--- src/verilog/display_pkg.sv ---
package display_pkg;

    // 640x480 raster
    localparam int H_VISIBLE = 640;
    localparam int H_FRONT   = 16;
    localparam int H_SYNC    = 96;
    localparam int H_TOTAL   = 800;
    localparam int V_VISIBLE = 480;
    localparam int V_FRONT   = 10;
    localparam int V_SYNC    = 2;
    localparam int V_TOTAL   = 525;

    // kitchen grid, spans x 112..527 and y 112..367
    localparam int GRID_X0   = 112;
    localparam int GRID_Y0   = 112;
    localparam int CELL_SIZE = 32;
    localparam int GRID_COLS = 13;
    localparam int GRID_ROWS = 8;

    localparam int SPRITE_SIZE = 16;  // player square edge

    localparam int ORDER_X0     = 50;
    localparam int ORDER_PITCH  = 37;
    localparam int ORDER_Y0     = 50;
    localparam int ORDER_HEIGHT = 8;

    typedef logic [11:0] pixel_t;  // 4 bits each of r, g, b

    typedef enum logic [2:0] {
        WELCOME = 3'd0,
        START   = 3'd1,
        PLAY    = 3'd2,
        PAUSE   = 3'd3,
        FINISH  = 3'd4
    } game_phase_t;

    localparam pixel_t FLOOR_COLOR   = 12'hCA8;  // tiles
    localparam pixel_t WELCOME_COLOR = 12'h25B;
    localparam pixel_t FINISH_COLOR  = 12'h3A3;
    localparam pixel_t ORDER_COLOR   = 12'hF80;

    // code 0 is an empty cell and never gets drawn
    function automatic pixel_t object_color(input logic [3:0] code);
        pixel_t c;
        case (code)
            4'd0:    c = 12'h000;
            4'd1:    c = 12'h963;  // counter
            4'd2:    c = 12'hDDD;  // plate
            4'd3:    c = 12'h555;  // stove
            4'd4:    c = 12'h4C4;  // lettuce
            4'd5:    c = 12'hE22;  // tomato
            4'd6:    c = 12'hA52;  // meat
            4'd7:    c = 12'h48F;  // sink
            default: c = 12'hF0F;
        endcase
        return c;
    endfunction

    function automatic pixel_t player_color(input logic [3:0] state);
        pixel_t c;
        case (state)
            4'd0:    c = 12'h00F;  // idle
            4'd1:    c = 12'hF00;  // carrying
            4'd2:    c = 12'h0F0;  // chopping
            4'd3:    c = 12'hFF0;  // washing
            default: c = 12'h0FF;
        endcase
        return c;
    endfunction

endpackage

--- src/verilog/vga_timing.sv ---
`timescale 1ns/1ps

module vga_timing (
    input  logic       clock,
    input  logic       arst_n,
    output logic [9:0] hcount,
    output logic [9:0] vcount,
    output logic       hsync,
    output logic       vsync,
    output logic       blank,
    output logic       frame_end
);

    localparam int HS_START = display_pkg::H_VISIBLE + display_pkg::H_FRONT;  // 656
    localparam int HS_END   = HS_START + display_pkg::H_SYNC;                 // 752
    localparam int VS_START = display_pkg::V_VISIBLE + display_pkg::V_FRONT;  // 490
    localparam int VS_END   = VS_START + display_pkg::V_SYNC;                 // 492

    logic line_end;
    logic last_line;

    assign line_end  = (hcount == 10'(display_pkg::H_TOTAL - 1));
    assign last_line = (vcount == 10'(display_pkg::V_TOTAL - 1));

    // line-major scan, one pixel per clock
    always_ff @(posedge clock or negedge arst_n) begin
        if (!arst_n) begin
            hcount <= '0;
            vcount <= '0;
        end else if (line_end) begin
            hcount <= '0;
            if (last_line) begin
                vcount <= '0;
            end else begin
                vcount <= vcount + 10'd1;
            end
        end else begin
            hcount <= hcount + 10'd1;
        end
    end

    // decoded straight off the counters so they line up with hcount/vcount
    assign hsync = !((hcount >= 10'(HS_START)) && (hcount < 10'(HS_END)));
    assign vsync = !((vcount >= 10'(VS_START)) && (vcount < 10'(VS_END)));

    assign blank = (hcount >= 10'(display_pkg::H_VISIBLE)) ||
                   (vcount >= 10'(display_pkg::V_VISIBLE));

    // single cycle at (799,524), used as the frame tick
    assign frame_end = line_end && last_line;

endmodule

--- src/verilog/game_phase_fsm.sv ---
`timescale 1ns/1ps

module game_phase_fsm #(
    parameter int START_FRAMES = 180,
    parameter int ROUND_FRAMES = 3600
) (
    input  logic                     clock,
    input  logic                     arst_n,
    input  logic                     start_btn,
    input  logic                     pause_btn,
    input  logic                     frame_end,
    output display_pkg::game_phase_t game_phase
);

    localparam int MAX_FRAMES = (START_FRAMES > ROUND_FRAMES) ? START_FRAMES : ROUND_FRAMES;
    localparam int CNT_W      = $clog2(MAX_FRAMES + 1);

    display_pkg::game_phase_t phase_next;
    logic [CNT_W-1:0]         frame_cnt;
    logic [CNT_W-1:0]         cnt_next;
    logic                     last_frame;

    // this frame tick takes the count to zero
    assign last_frame = frame_end && (frame_cnt <= CNT_W'(1));

    always_comb begin
        phase_next = game_phase;
        cnt_next   = frame_cnt;
        case (game_phase)
            display_pkg::WELCOME: begin
                if (start_btn) begin
                    phase_next = display_pkg::START;
                    cnt_next   = CNT_W'(START_FRAMES);
                end
            end
            display_pkg::START: begin  // countdown before the round
                if (last_frame) begin
                    phase_next = display_pkg::PLAY;
                    cnt_next   = CNT_W'(ROUND_FRAMES);
                end else if (frame_end) begin
                    cnt_next = frame_cnt - CNT_W'(1);
                end
            end
            display_pkg::PLAY: begin
                if (pause_btn) begin
                    phase_next = display_pkg::PAUSE;  // button beats a frame tick
                end else if (last_frame) begin
                    phase_next = display_pkg::FINISH;
                    cnt_next   = '0;
                end else if (frame_end) begin
                    cnt_next = frame_cnt - CNT_W'(1);
                end
            end
            display_pkg::PAUSE: begin
                if (pause_btn) begin
                    phase_next = display_pkg::PLAY;  // count held meanwhile
                end
            end
            display_pkg::FINISH: begin
                if (start_btn) begin
                    phase_next = display_pkg::WELCOME;
                end
            end
            default: phase_next = display_pkg::WELCOME;
        endcase
    end

    always_ff @(posedge clock or negedge arst_n) begin
        if (!arst_n) begin
            game_phase <= display_pkg::WELCOME;
            frame_cnt  <= '0;
        end else begin
            game_phase <= phase_next;
            frame_cnt  <= cnt_next;
        end
    end

endmodule

--- src/verilog/player_sprite.sv ---
`timescale 1ns/1ps

module player_sprite (
    input  logic [9:0]          hcount,
    input  logic [9:0]          vcount,
    input  logic [8:0]          x,
    input  logic [8:0]          y,
    input  logic [3:0]          state,
    input  logic                enable,
    output logic                hit,
    output display_pkg::pixel_t color
);

    logic [9:0] x_end;
    logic [9:0] y_end;
    logic       in_x;
    logic       in_y;

    // one past the right and bottom edges
    assign x_end = {1'b0, x} + 10'(display_pkg::SPRITE_SIZE);
    assign y_end = {1'b0, y} + 10'(display_pkg::SPRITE_SIZE);

    assign in_x = (hcount >= {1'b0, x}) && (hcount < x_end);
    assign in_y = (vcount >= {1'b0, y}) && (vcount < y_end);

    // players past num_players stay dark
    assign hit = enable && in_x && in_y;

    // solid square, no facing direction drawn
    assign color = display_pkg::player_color(state);

endmodule

--- src/verilog/grid_sprites.sv ---
`timescale 1ns/1ps

module grid_sprites (
    input  logic [9:0]          hcount,
    input  logic [9:0]          vcount,
    input  logic [display_pkg::GRID_ROWS-1:0][display_pkg::GRID_COLS-1:0][3:0] object_grid,
    output logic                hit,
    output display_pkg::pixel_t color
);

    localparam int GRID_X1 = display_pkg::GRID_X0 +
                             display_pkg::GRID_COLS * display_pkg::CELL_SIZE;  // 528
    localparam int GRID_Y1 = display_pkg::GRID_Y0 +
                             display_pkg::GRID_ROWS * display_pkg::CELL_SIZE;  // 368

    logic       in_grid;
    logic [9:0] dx;
    logic [9:0] dy;
    logic [3:0] col;
    logic [2:0] row;
    logic [3:0] code;

    assign in_grid = (hcount >= 10'(display_pkg::GRID_X0)) && (hcount < 10'(GRID_X1)) &&
                     (vcount >= 10'(display_pkg::GRID_Y0)) && (vcount < 10'(GRID_Y1));

    // offset into the grid, only meaningful when in_grid
    assign dx = hcount - 10'(display_pkg::GRID_X0);
    assign dy = vcount - 10'(display_pkg::GRID_Y0);

    assign col = 4'(dx / 10'(display_pkg::CELL_SIZE));
    assign row = 3'(dy / 10'(display_pkg::CELL_SIZE));

    always_comb begin
        code = 4'd0;
        if (in_grid) begin
            code = object_grid[row][col];
        end
    end

    assign hit   = (code != 4'd0);  // empty cells fall through
    assign color = display_pkg::object_color(code);

endmodule

--- src/verilog/order_bars.sv ---
`timescale 1ns/1ps

module order_bars (
    input  logic [9:0]          hcount,
    input  logic [9:0]          vcount,
    input  logic [3:0]          orders,
    input  logic [3:0][4:0]     order_times,
    output logic                hit,
    output display_pkg::pixel_t color
);

    localparam int NUM_SLOTS = 4;

    logic       in_rows;
    logic [3:0] slot_hit;
    logic [9:0] slot_x0;
    logic [9:0] dx;

    assign in_rows = (vcount >= 10'(display_pkg::ORDER_Y0)) &&
                     (vcount < 10'(display_pkg::ORDER_Y0 + display_pkg::ORDER_HEIGHT));

    // bar width is the remaining time, so a zero time draws nothing
    always_comb begin
        slot_hit = '0;
        slot_x0  = '0;
        dx       = '0;
        for (int i = 0; i < NUM_SLOTS; i++) begin
            slot_x0 = 10'(display_pkg::ORDER_X0 + i * display_pkg::ORDER_PITCH);
            dx      = hcount - slot_x0;
            slot_hit[i] = orders[i] && in_rows && (hcount >= slot_x0) &&
                          (dx < {5'd0, order_times[i]});
        end
    end

    assign hit   = |slot_hit;
    assign color = display_pkg::ORDER_COLOR;

endmodule

--- src/verilog/graphics.sv ---
`timescale 1ns/1ps

module graphics #(
    parameter int MAX_PLAYERS = 4
) (
    input  logic                     clock,
    input  logic                     arst_n,
    input  display_pkg::game_phase_t game_phase,
    input  logic                     hsync,
    input  logic                     vsync,
    input  logic                     blank,
    input  logic [MAX_PLAYERS-1:0]   player_hit,
    input  display_pkg::pixel_t      player_color [MAX_PLAYERS],
    input  logic                     grid_hit,
    input  display_pkg::pixel_t      grid_color,
    input  logic                     order_hit,
    input  display_pkg::pixel_t      order_color,
    output logic                     hsync_out,
    output logic                     vsync_out,
    output logic                     blank_out,
    output display_pkg::pixel_t      pixel_out
);

    logic                player_sel;
    display_pkg::pixel_t player_pix;
    display_pkg::pixel_t pixel_next;

    // scan from the top index down so player 0 ends up on top
    always_comb begin
        player_sel = 1'b0;
        player_pix = '0;
        for (int i = MAX_PLAYERS - 1; i >= 0; i--) begin
            if (player_hit[i]) begin
                player_sel = 1'b1;
                player_pix = player_color[i];
            end
        end
    end

    // fixed layer priority
    always_comb begin
        if (blank) begin
            pixel_next = '0;
        end else if (game_phase == display_pkg::WELCOME) begin
            pixel_next = display_pkg::WELCOME_COLOR;
        end else if (game_phase == display_pkg::FINISH) begin
            pixel_next = display_pkg::FINISH_COLOR;
        end else if (player_sel) begin
            pixel_next = player_pix;
        end else if (grid_hit) begin
            pixel_next = grid_color;
        end else if (order_hit) begin
            pixel_next = order_color;
        end else begin
            pixel_next = display_pkg::FLOOR_COLOR;  // bare floor
        end
    end

    // one stage, syncs ride along with the pixel
    always_ff @(posedge clock or negedge arst_n) begin
        if (!arst_n) begin
            hsync_out <= 1'b1;
            vsync_out <= 1'b1;
            blank_out <= 1'b1;
            pixel_out <= '0;
        end else begin
            hsync_out <= hsync;
            vsync_out <= vsync;
            blank_out <= blank;
            pixel_out <= pixel_next;
        end
    end

endmodule

--- src/verilog/kitchen_display_top.sv ---
`timescale 1ns/1ps

module kitchen_display_top #(
    parameter int MAX_PLAYERS  = 4,
    parameter int START_FRAMES = 180,
    parameter int ROUND_FRAMES = 3600
) (
    input  logic                               clock,
    input  logic                               arst_n,
    input  logic                               start_btn,
    input  logic                               pause_btn,
    input  logic [$clog2(MAX_PLAYERS)-1:0]     num_players,  // count minus one
    input  logic [MAX_PLAYERS-1:0][8:0]        player_x,
    input  logic [MAX_PLAYERS-1:0][8:0]        player_y,
    input  logic [MAX_PLAYERS-1:0][3:0]        player_state,
    input  logic [display_pkg::GRID_ROWS-1:0][display_pkg::GRID_COLS-1:0][3:0] object_grid,
    input  logic [3:0]                         orders,
    input  logic [3:0][4:0]                    order_times,
    output logic                               hsync_out,
    output logic                               vsync_out,
    output logic                               blank_out,
    output display_pkg::pixel_t                pixel_out,
    output display_pkg::game_phase_t           game_phase
);

    logic [9:0]          hcount;
    logic [9:0]          vcount;
    logic                hsync;
    logic                vsync;
    logic                blank;
    logic                frame_end;
    logic [MAX_PLAYERS-1:0] player_en;
    logic [MAX_PLAYERS-1:0] player_hit;
    display_pkg::pixel_t player_color [MAX_PLAYERS];
    logic                grid_hit;
    display_pkg::pixel_t grid_color;
    logic                order_hit;
    display_pkg::pixel_t order_color;

    vga_timing i_vga_timing (
        .clock     (clock),
        .arst_n    (arst_n),
        .hcount    (hcount),
        .vcount    (vcount),
        .hsync     (hsync),
        .vsync     (vsync),
        .blank     (blank),
        .frame_end (frame_end)
    );

    game_phase_fsm #(
        .START_FRAMES (START_FRAMES),
        .ROUND_FRAMES (ROUND_FRAMES)
    ) i_game_phase_fsm (
        .clock      (clock),
        .arst_n     (arst_n),
        .start_btn  (start_btn),
        .pause_btn  (pause_btn),
        .frame_end  (frame_end),
        .game_phase (game_phase)
    );

    for (genvar p = 0; p < MAX_PLAYERS; p++) begin : g_player
        assign player_en[p] = (p <= int'(num_players));

        player_sprite i_player_sprite (
            .hcount (hcount),
            .vcount (vcount),
            .x      (player_x[p]),
            .y      (player_y[p]),
            .state  (player_state[p]),
            .enable (player_en[p]),
            .hit    (player_hit[p]),
            .color  (player_color[p])
        );
    end

    grid_sprites i_grid_sprites (
        .hcount      (hcount),
        .vcount      (vcount),
        .object_grid (object_grid),
        .hit         (grid_hit),
        .color       (grid_color)
    );

    order_bars i_order_bars (
        .hcount      (hcount),
        .vcount      (vcount),
        .orders      (orders),
        .order_times (order_times),
        .hit         (order_hit),
        .color       (order_color)
    );

    graphics #(
        .MAX_PLAYERS (MAX_PLAYERS)
    ) i_graphics (
        .clock        (clock),
        .arst_n       (arst_n),
        .game_phase   (game_phase),
        .hsync        (hsync),
        .vsync        (vsync),
        .blank        (blank),
        .player_hit   (player_hit),
        .player_color (player_color),
        .grid_hit     (grid_hit),
        .grid_color   (grid_color),
        .order_hit    (order_hit),
        .order_color  (order_color),
        .hsync_out    (hsync_out),
        .vsync_out    (vsync_out),
        .blank_out    (blank_out),
        .pixel_out    (pixel_out)
    );

endmodule

--- config.mk ---
export PLATFORM = sky130hd
export DESIGN_NAME = kitchen_display_top
export DESIGN_NICKNAME = d
export VERILOG_FILES = /design/src/verilog/display_pkg.sv /design/src/verilog/vga_timing.sv /design/src/verilog/game_phase_fsm.sv /design/src/verilog/player_sprite.sv /design/src/verilog/grid_sprites.sv /design/src/verilog/order_bars.sv /design/src/verilog/graphics.sv /design/src/verilog/kitchen_display_top.sv
export SDC_FILE = /design/constraint.sdc
export NUM_CORES = 1
export LEC_CHECK = 0
export ABC_AREA = 1
export ABC_CLOCK_PERIOD_IN_PS = 3850
export BUFFER_PORTS_ARGS = -buffer_cell sky130_fd_sc_hd__buf_2
export CAP_MARGIN = 20
export CORE_AREA = 10 10 207 209
export DETAILED_ROUTE_END_ITERATION = 8
export DIE_AREA = 0 0 217 219
export PLACE_DENSITY_LB_ADDON = 0.05
export REMOVE_ABC_BUFFERS = 1
export SLEW_MARGIN = 0
export SYNTH_ARGS = -nofsm -noshare
export SYNTH_HDL_FRONTEND = slang
export SYNTH_HIERARCHICAL = 1
export SYNTH_SLANG_ARGS = --single-unit
export TNS_END_PERCENT = 10
--- constraint.sdc ---
create_clock -name clock -period 3.85 [get_ports clock]
set_clock_uncertainty 0.15 [all_clocks]
set_input_delay 0.1925 -clock clock [delete_from_list [all_inputs] [get_ports clock]]
set_output_delay 0.1925 -clock clock [all_outputs]
set_load 0.03 [all_outputs]
==> results.sh <==
export IMPL_num_fill_cells=4319
export IMPL_cts_sink_count=50
export IMPL_synth_top_flop_cell="dfrtp_1"
export IMPL_timing_final_setup_violations=0
export IMPL_first_global_vias=17800
export IMPL_placeableCoreArea_sq_um=38600
export IMPL_synthesis_instances=2597
export IMPL_grt_first_pass_wirelength_mm=102
export IMPL_cap_viol_max_count=0
export IMPL_max_vdd_ir_drop_v=0.000155
export IMPL_cpPeakStageDelay_ns=0.41
export IMPL_antenna_found_initial=14
export IMPL_period_share_pct=93.6
export IMPL_synth_area_per_cell_sq_um=5.50
export IMPL_avgRoutedWirePerCell_um=18.8
export IMPL_cts_max_level=2
export IMPL_areaGrowthSynthToFinish_pct=22.2
export IMPL_initial_util_pct=37.0
export IMPL_hold_crit_depth=4
export IMPL_die_h_um=219
export IMPL_post_cts_buffers=0
export IMPL_multiInputGateArea_sq_um=10800
export IMPL_post_layout_total_power_uw=2470
export IMPL_routed_via_count=18200
export IMPL_timing_final_crit_period_ns=3.61
export IMPL_clkSlewWorstSetupHoldPaths_ns=0.07
export IMPL_share_of_async_settable_or_async_resettable_flops_after_synthesis_pct=100
export IMPL_run_status="finished clean"
export IMPL_insertion_delay_ns=0.30
export IMPL_detail_route_drc_violations=0
export IMPL_fp_dieArea_sq_um=47500
export IMPL_dp_hpwl_mm=56.7
export IMPL_grt_total_usage_pct=26.9
export IMPL_grt_start_max_net_pins=75
export IMPL_detail_route_vias_per_cell=5.06
export IMPL_antenna_left=0
export IMPL_worst_ep_required_time_ns=3.88
export IMPL_dr_pass1_iterations=6
export IMPL_finalWirelength_mm=67.6
export IMPL_std_cell_rows=72
export IMPL_cts_root_to_sink_buffers=2
export IMPL_boundaryPins=552
export IMPL_hold_path_class="in2reg"
export IMPL_timing_hold_ws_ns=0.0360
export IMPL_yosys_warnings=6
export IMPL_critPathMostFrequentCell="nor2_1"
export IMPL_synth_cell_area_sq_um=14300
export IMPL_number_of_enable_type_register_cells_in_the_synthesized_netlist=0
export IMPL_cts_root_cell="clkbuf_16"
export IMPL_worstRegToRegCells=17
export IMPL_seq_area_frac_synth_pct=8.79
export IMPL_wp_data_arrival_ns=3.64
export IMPL_hold_viol_final=0
export IMPL_drive_gt1_share_pct=23.0
export IMPL_tritoncts_num_buffers=5
export IMPL_tritoncts="built"
export IMPL_port_bufs=551
export IMPL_slew_violations=0
export IMPL_critical_setup_path_class="reg2reg"
export IMPL_power_per_cell_area_nw_per_um2=142
export IMPL_leakagePower_uw=0.0102
export IMPL_die_w_um=217
export IMPL_regArea_sq_um=1250
export IMPL_max_slew_margin_rel_pct=49.9
export IMPL_critical_path_peak_fanout=39
export IMPL_final_nets=3772
export IMPL_first_iter_violations=1550
export IMPL_gp_congestion=0.969
export IMPL_rsz_0062_raised_after_global_routing="false"
export IMPL_path_cells="ha_4 -> buf_12 -> buf_16 -> or2_2 -> o21ai_0 -> o211ai_1 -> nand3_1 -> nand2_1 -> inv_1 -> a21oi_1 -> nand2_2 -> ha_1 -> or2_1 -> o21ai_0 -> nor2_1 -> nor2_1 -> nor2_1"
export IMPL_standard_cell_with_the_maximum_stage_delay_on_the_critical_path="dfrtp_1"
export IMPL_timing_fmax_mhz=277
export IMPL_slew_at_the_pin_closest_to_its_max_slew_limit_ns=0.750
export IMPL_critPathLaunchType="flop"
export IMPL_setup_worst_path_end_class="flop"
export IMPL_synth_cell_types=54
export IMPL_synth_seq_cells=50
export IMPL_global_route_overflow_total=0
cell usage in the layout (no fill, tap or decap), drive strengths merged, types with 27 or more instances in the layout:
cell	n
nand2	732
buf	600
nor2	433
inv	347
nand3	291
o21ai	183
ha	170
a21oi	58
dfrtp	47
xor2	33
o211ai	27
kinds of logic after synthesis:
kind of cell | synth area share (%)
other cells | 0.0788
mux | 0.0701
simple gates | 46.0
buf+inv | 16.3
flops | 8.79
xor+xnor | 2.70
fa+ha+maj | 14.9
compound gates | 11.2
final timing paths:
check / start / endpoint / slack, ns
worst max-delay path: i_vga_timing/vcount[5]$_DFFE_PN0N_ / i_graphics/pixel_out[11]$_DFF_PN0_ / 0.24
worst min-delay path: start_btn / i_game_phase_fsm/game_phase[2]$_DFFE_PN0P_ / 0.04
worst max register to register: i_vga_timing/vcount[5]$_DFFE_PN0N_ / i_graphics/pixel_out[11]$_DFF_PN0_ / 0.24
worst min register to register: i_game_phase_fsm/frame_cnt[11]$_DFFE_PN0P_ / i_game_phase_fsm/frame_cnt[11]$_DFFE_PN0P_ / 0.37
max in group asynchronous: arst_n / i_graphics/vsync_out$_DFF_PN1_ / 2.37
min in group asynchronous: arst_n / i_game_phase_fsm/game_phase[2]$_DFFE_PN0P_ / 0.32
critical path, delay by kind of cell, from the launching register on:
family / cells / cell delay [ns]
AO/OA/AOI/OAI: 4 / 0.85
adder cells (fa/ha/maj): 2 / 0.64
buffers and inverters: 3 / 0.50
AND/OR/NAND/NOR: 8 / 0.91
flip-flops: 1 / 0.41
final cells by class:
class / count / share of cell area [%]
multi-input cells: 2060 / 61.6
repair buffers: 602 / 18.8
inverters: 349 / 7.55
flip-flops and latches: 50 / 7.19
well taps: 518 / 3.71
clock buffers: 7 / 0.760
clock inverters: 1 / 0.172
diodes: 12 / 0.172
power breakdown:
part | internal (uW) | switching (uW)
combinational | 497 | 779
sequential | 593 | 83.2
clock | 308 | 212
total | 1400 | 1070
per-layer routing:
metal,wire length (um),GRT usage [%]
met3,4460,4.95
met1,28900,33.0
met2,32600,47.1
met5,43,0
met4,1560,7.29
cell usage after synthesis, types with 10 or more instances:
| cell type | n | share of area [%] |
|---|---|---|
| nand2_1 | 715 | 19 |
| buf_2 | 47 | 1.6 |
| inv_2 | 18 | 0.47 |
| nor2_1 | 415 | 11 |
| nand4_1 | 25 | 1.1 |
| nand2_2 | 14 | 0.61 |
| a21oi_1 | 55 | 1.9 |
| dfrtp_1 | 47 | 8.2 |
| buf_6 | 19 | 1.5 |
| o21ai_1 | 23 | 0.81 |
| inv_1 | 328 | 8.6 |
| nand3_1 | 285 | 10 |
| o211ai_1 | 27 | 1.4 |
| nor3_1 | 24 | 0.84 |
| xnor2_1 | 11 | 0.67 |
| xor2_1 | 33 | 2.0 |
| buf_4 | 68 | 3.6 |
| or2_2 | 19 | 0.83 |
| ha_1 | 170 | 15 |
| nor2_2 | 10 | 0.44 |
| o21ai_0 | 157 | 5.5 |
metrics by stage:
stage | setup slack [ns] | util (%) | std cells | setup TNS, ns | area [sq um]
final | 0.245 | 45.3 | 3599 | 0 | 17500
after global placement | 0.189 | 44.7 | 3577 | 0 | 17200
after global routing | 0.00916 | 45.3 | 3597 | 0 | 17500
after detailed placement | 0.181 | 44.7 | 3577 | 0 | 17200
after CTS | 0.152 | 45.1 | 3586 | 0 | 17400
after floorplan | -5.11 | - | 2459 | -59.52 | 13300
state kept, by name, summed over array words and instances (netlist names):
register / flops
i_graphics/pixel_out: 12
i_vga_timing/vcount: 10
i_game_phase_fsm/frame_cnt: 12
i_graphics/hsync_out: 1
i_graphics/blank_out: 1
i_graphics/vsync_out: 1
i_vga_timing/hcount: 10
i_game_phase_fsm/game_phase: 3
timing repair:
item / in CTS / in global routing
endpoints found under the hold margin: 24 / 0
endpoints found under the setup margin: 0 / 5
resized for setup: 0 / 2
hold buffers: 1 / 0
No activity file was read; power rests on OpenSTA's default activity.
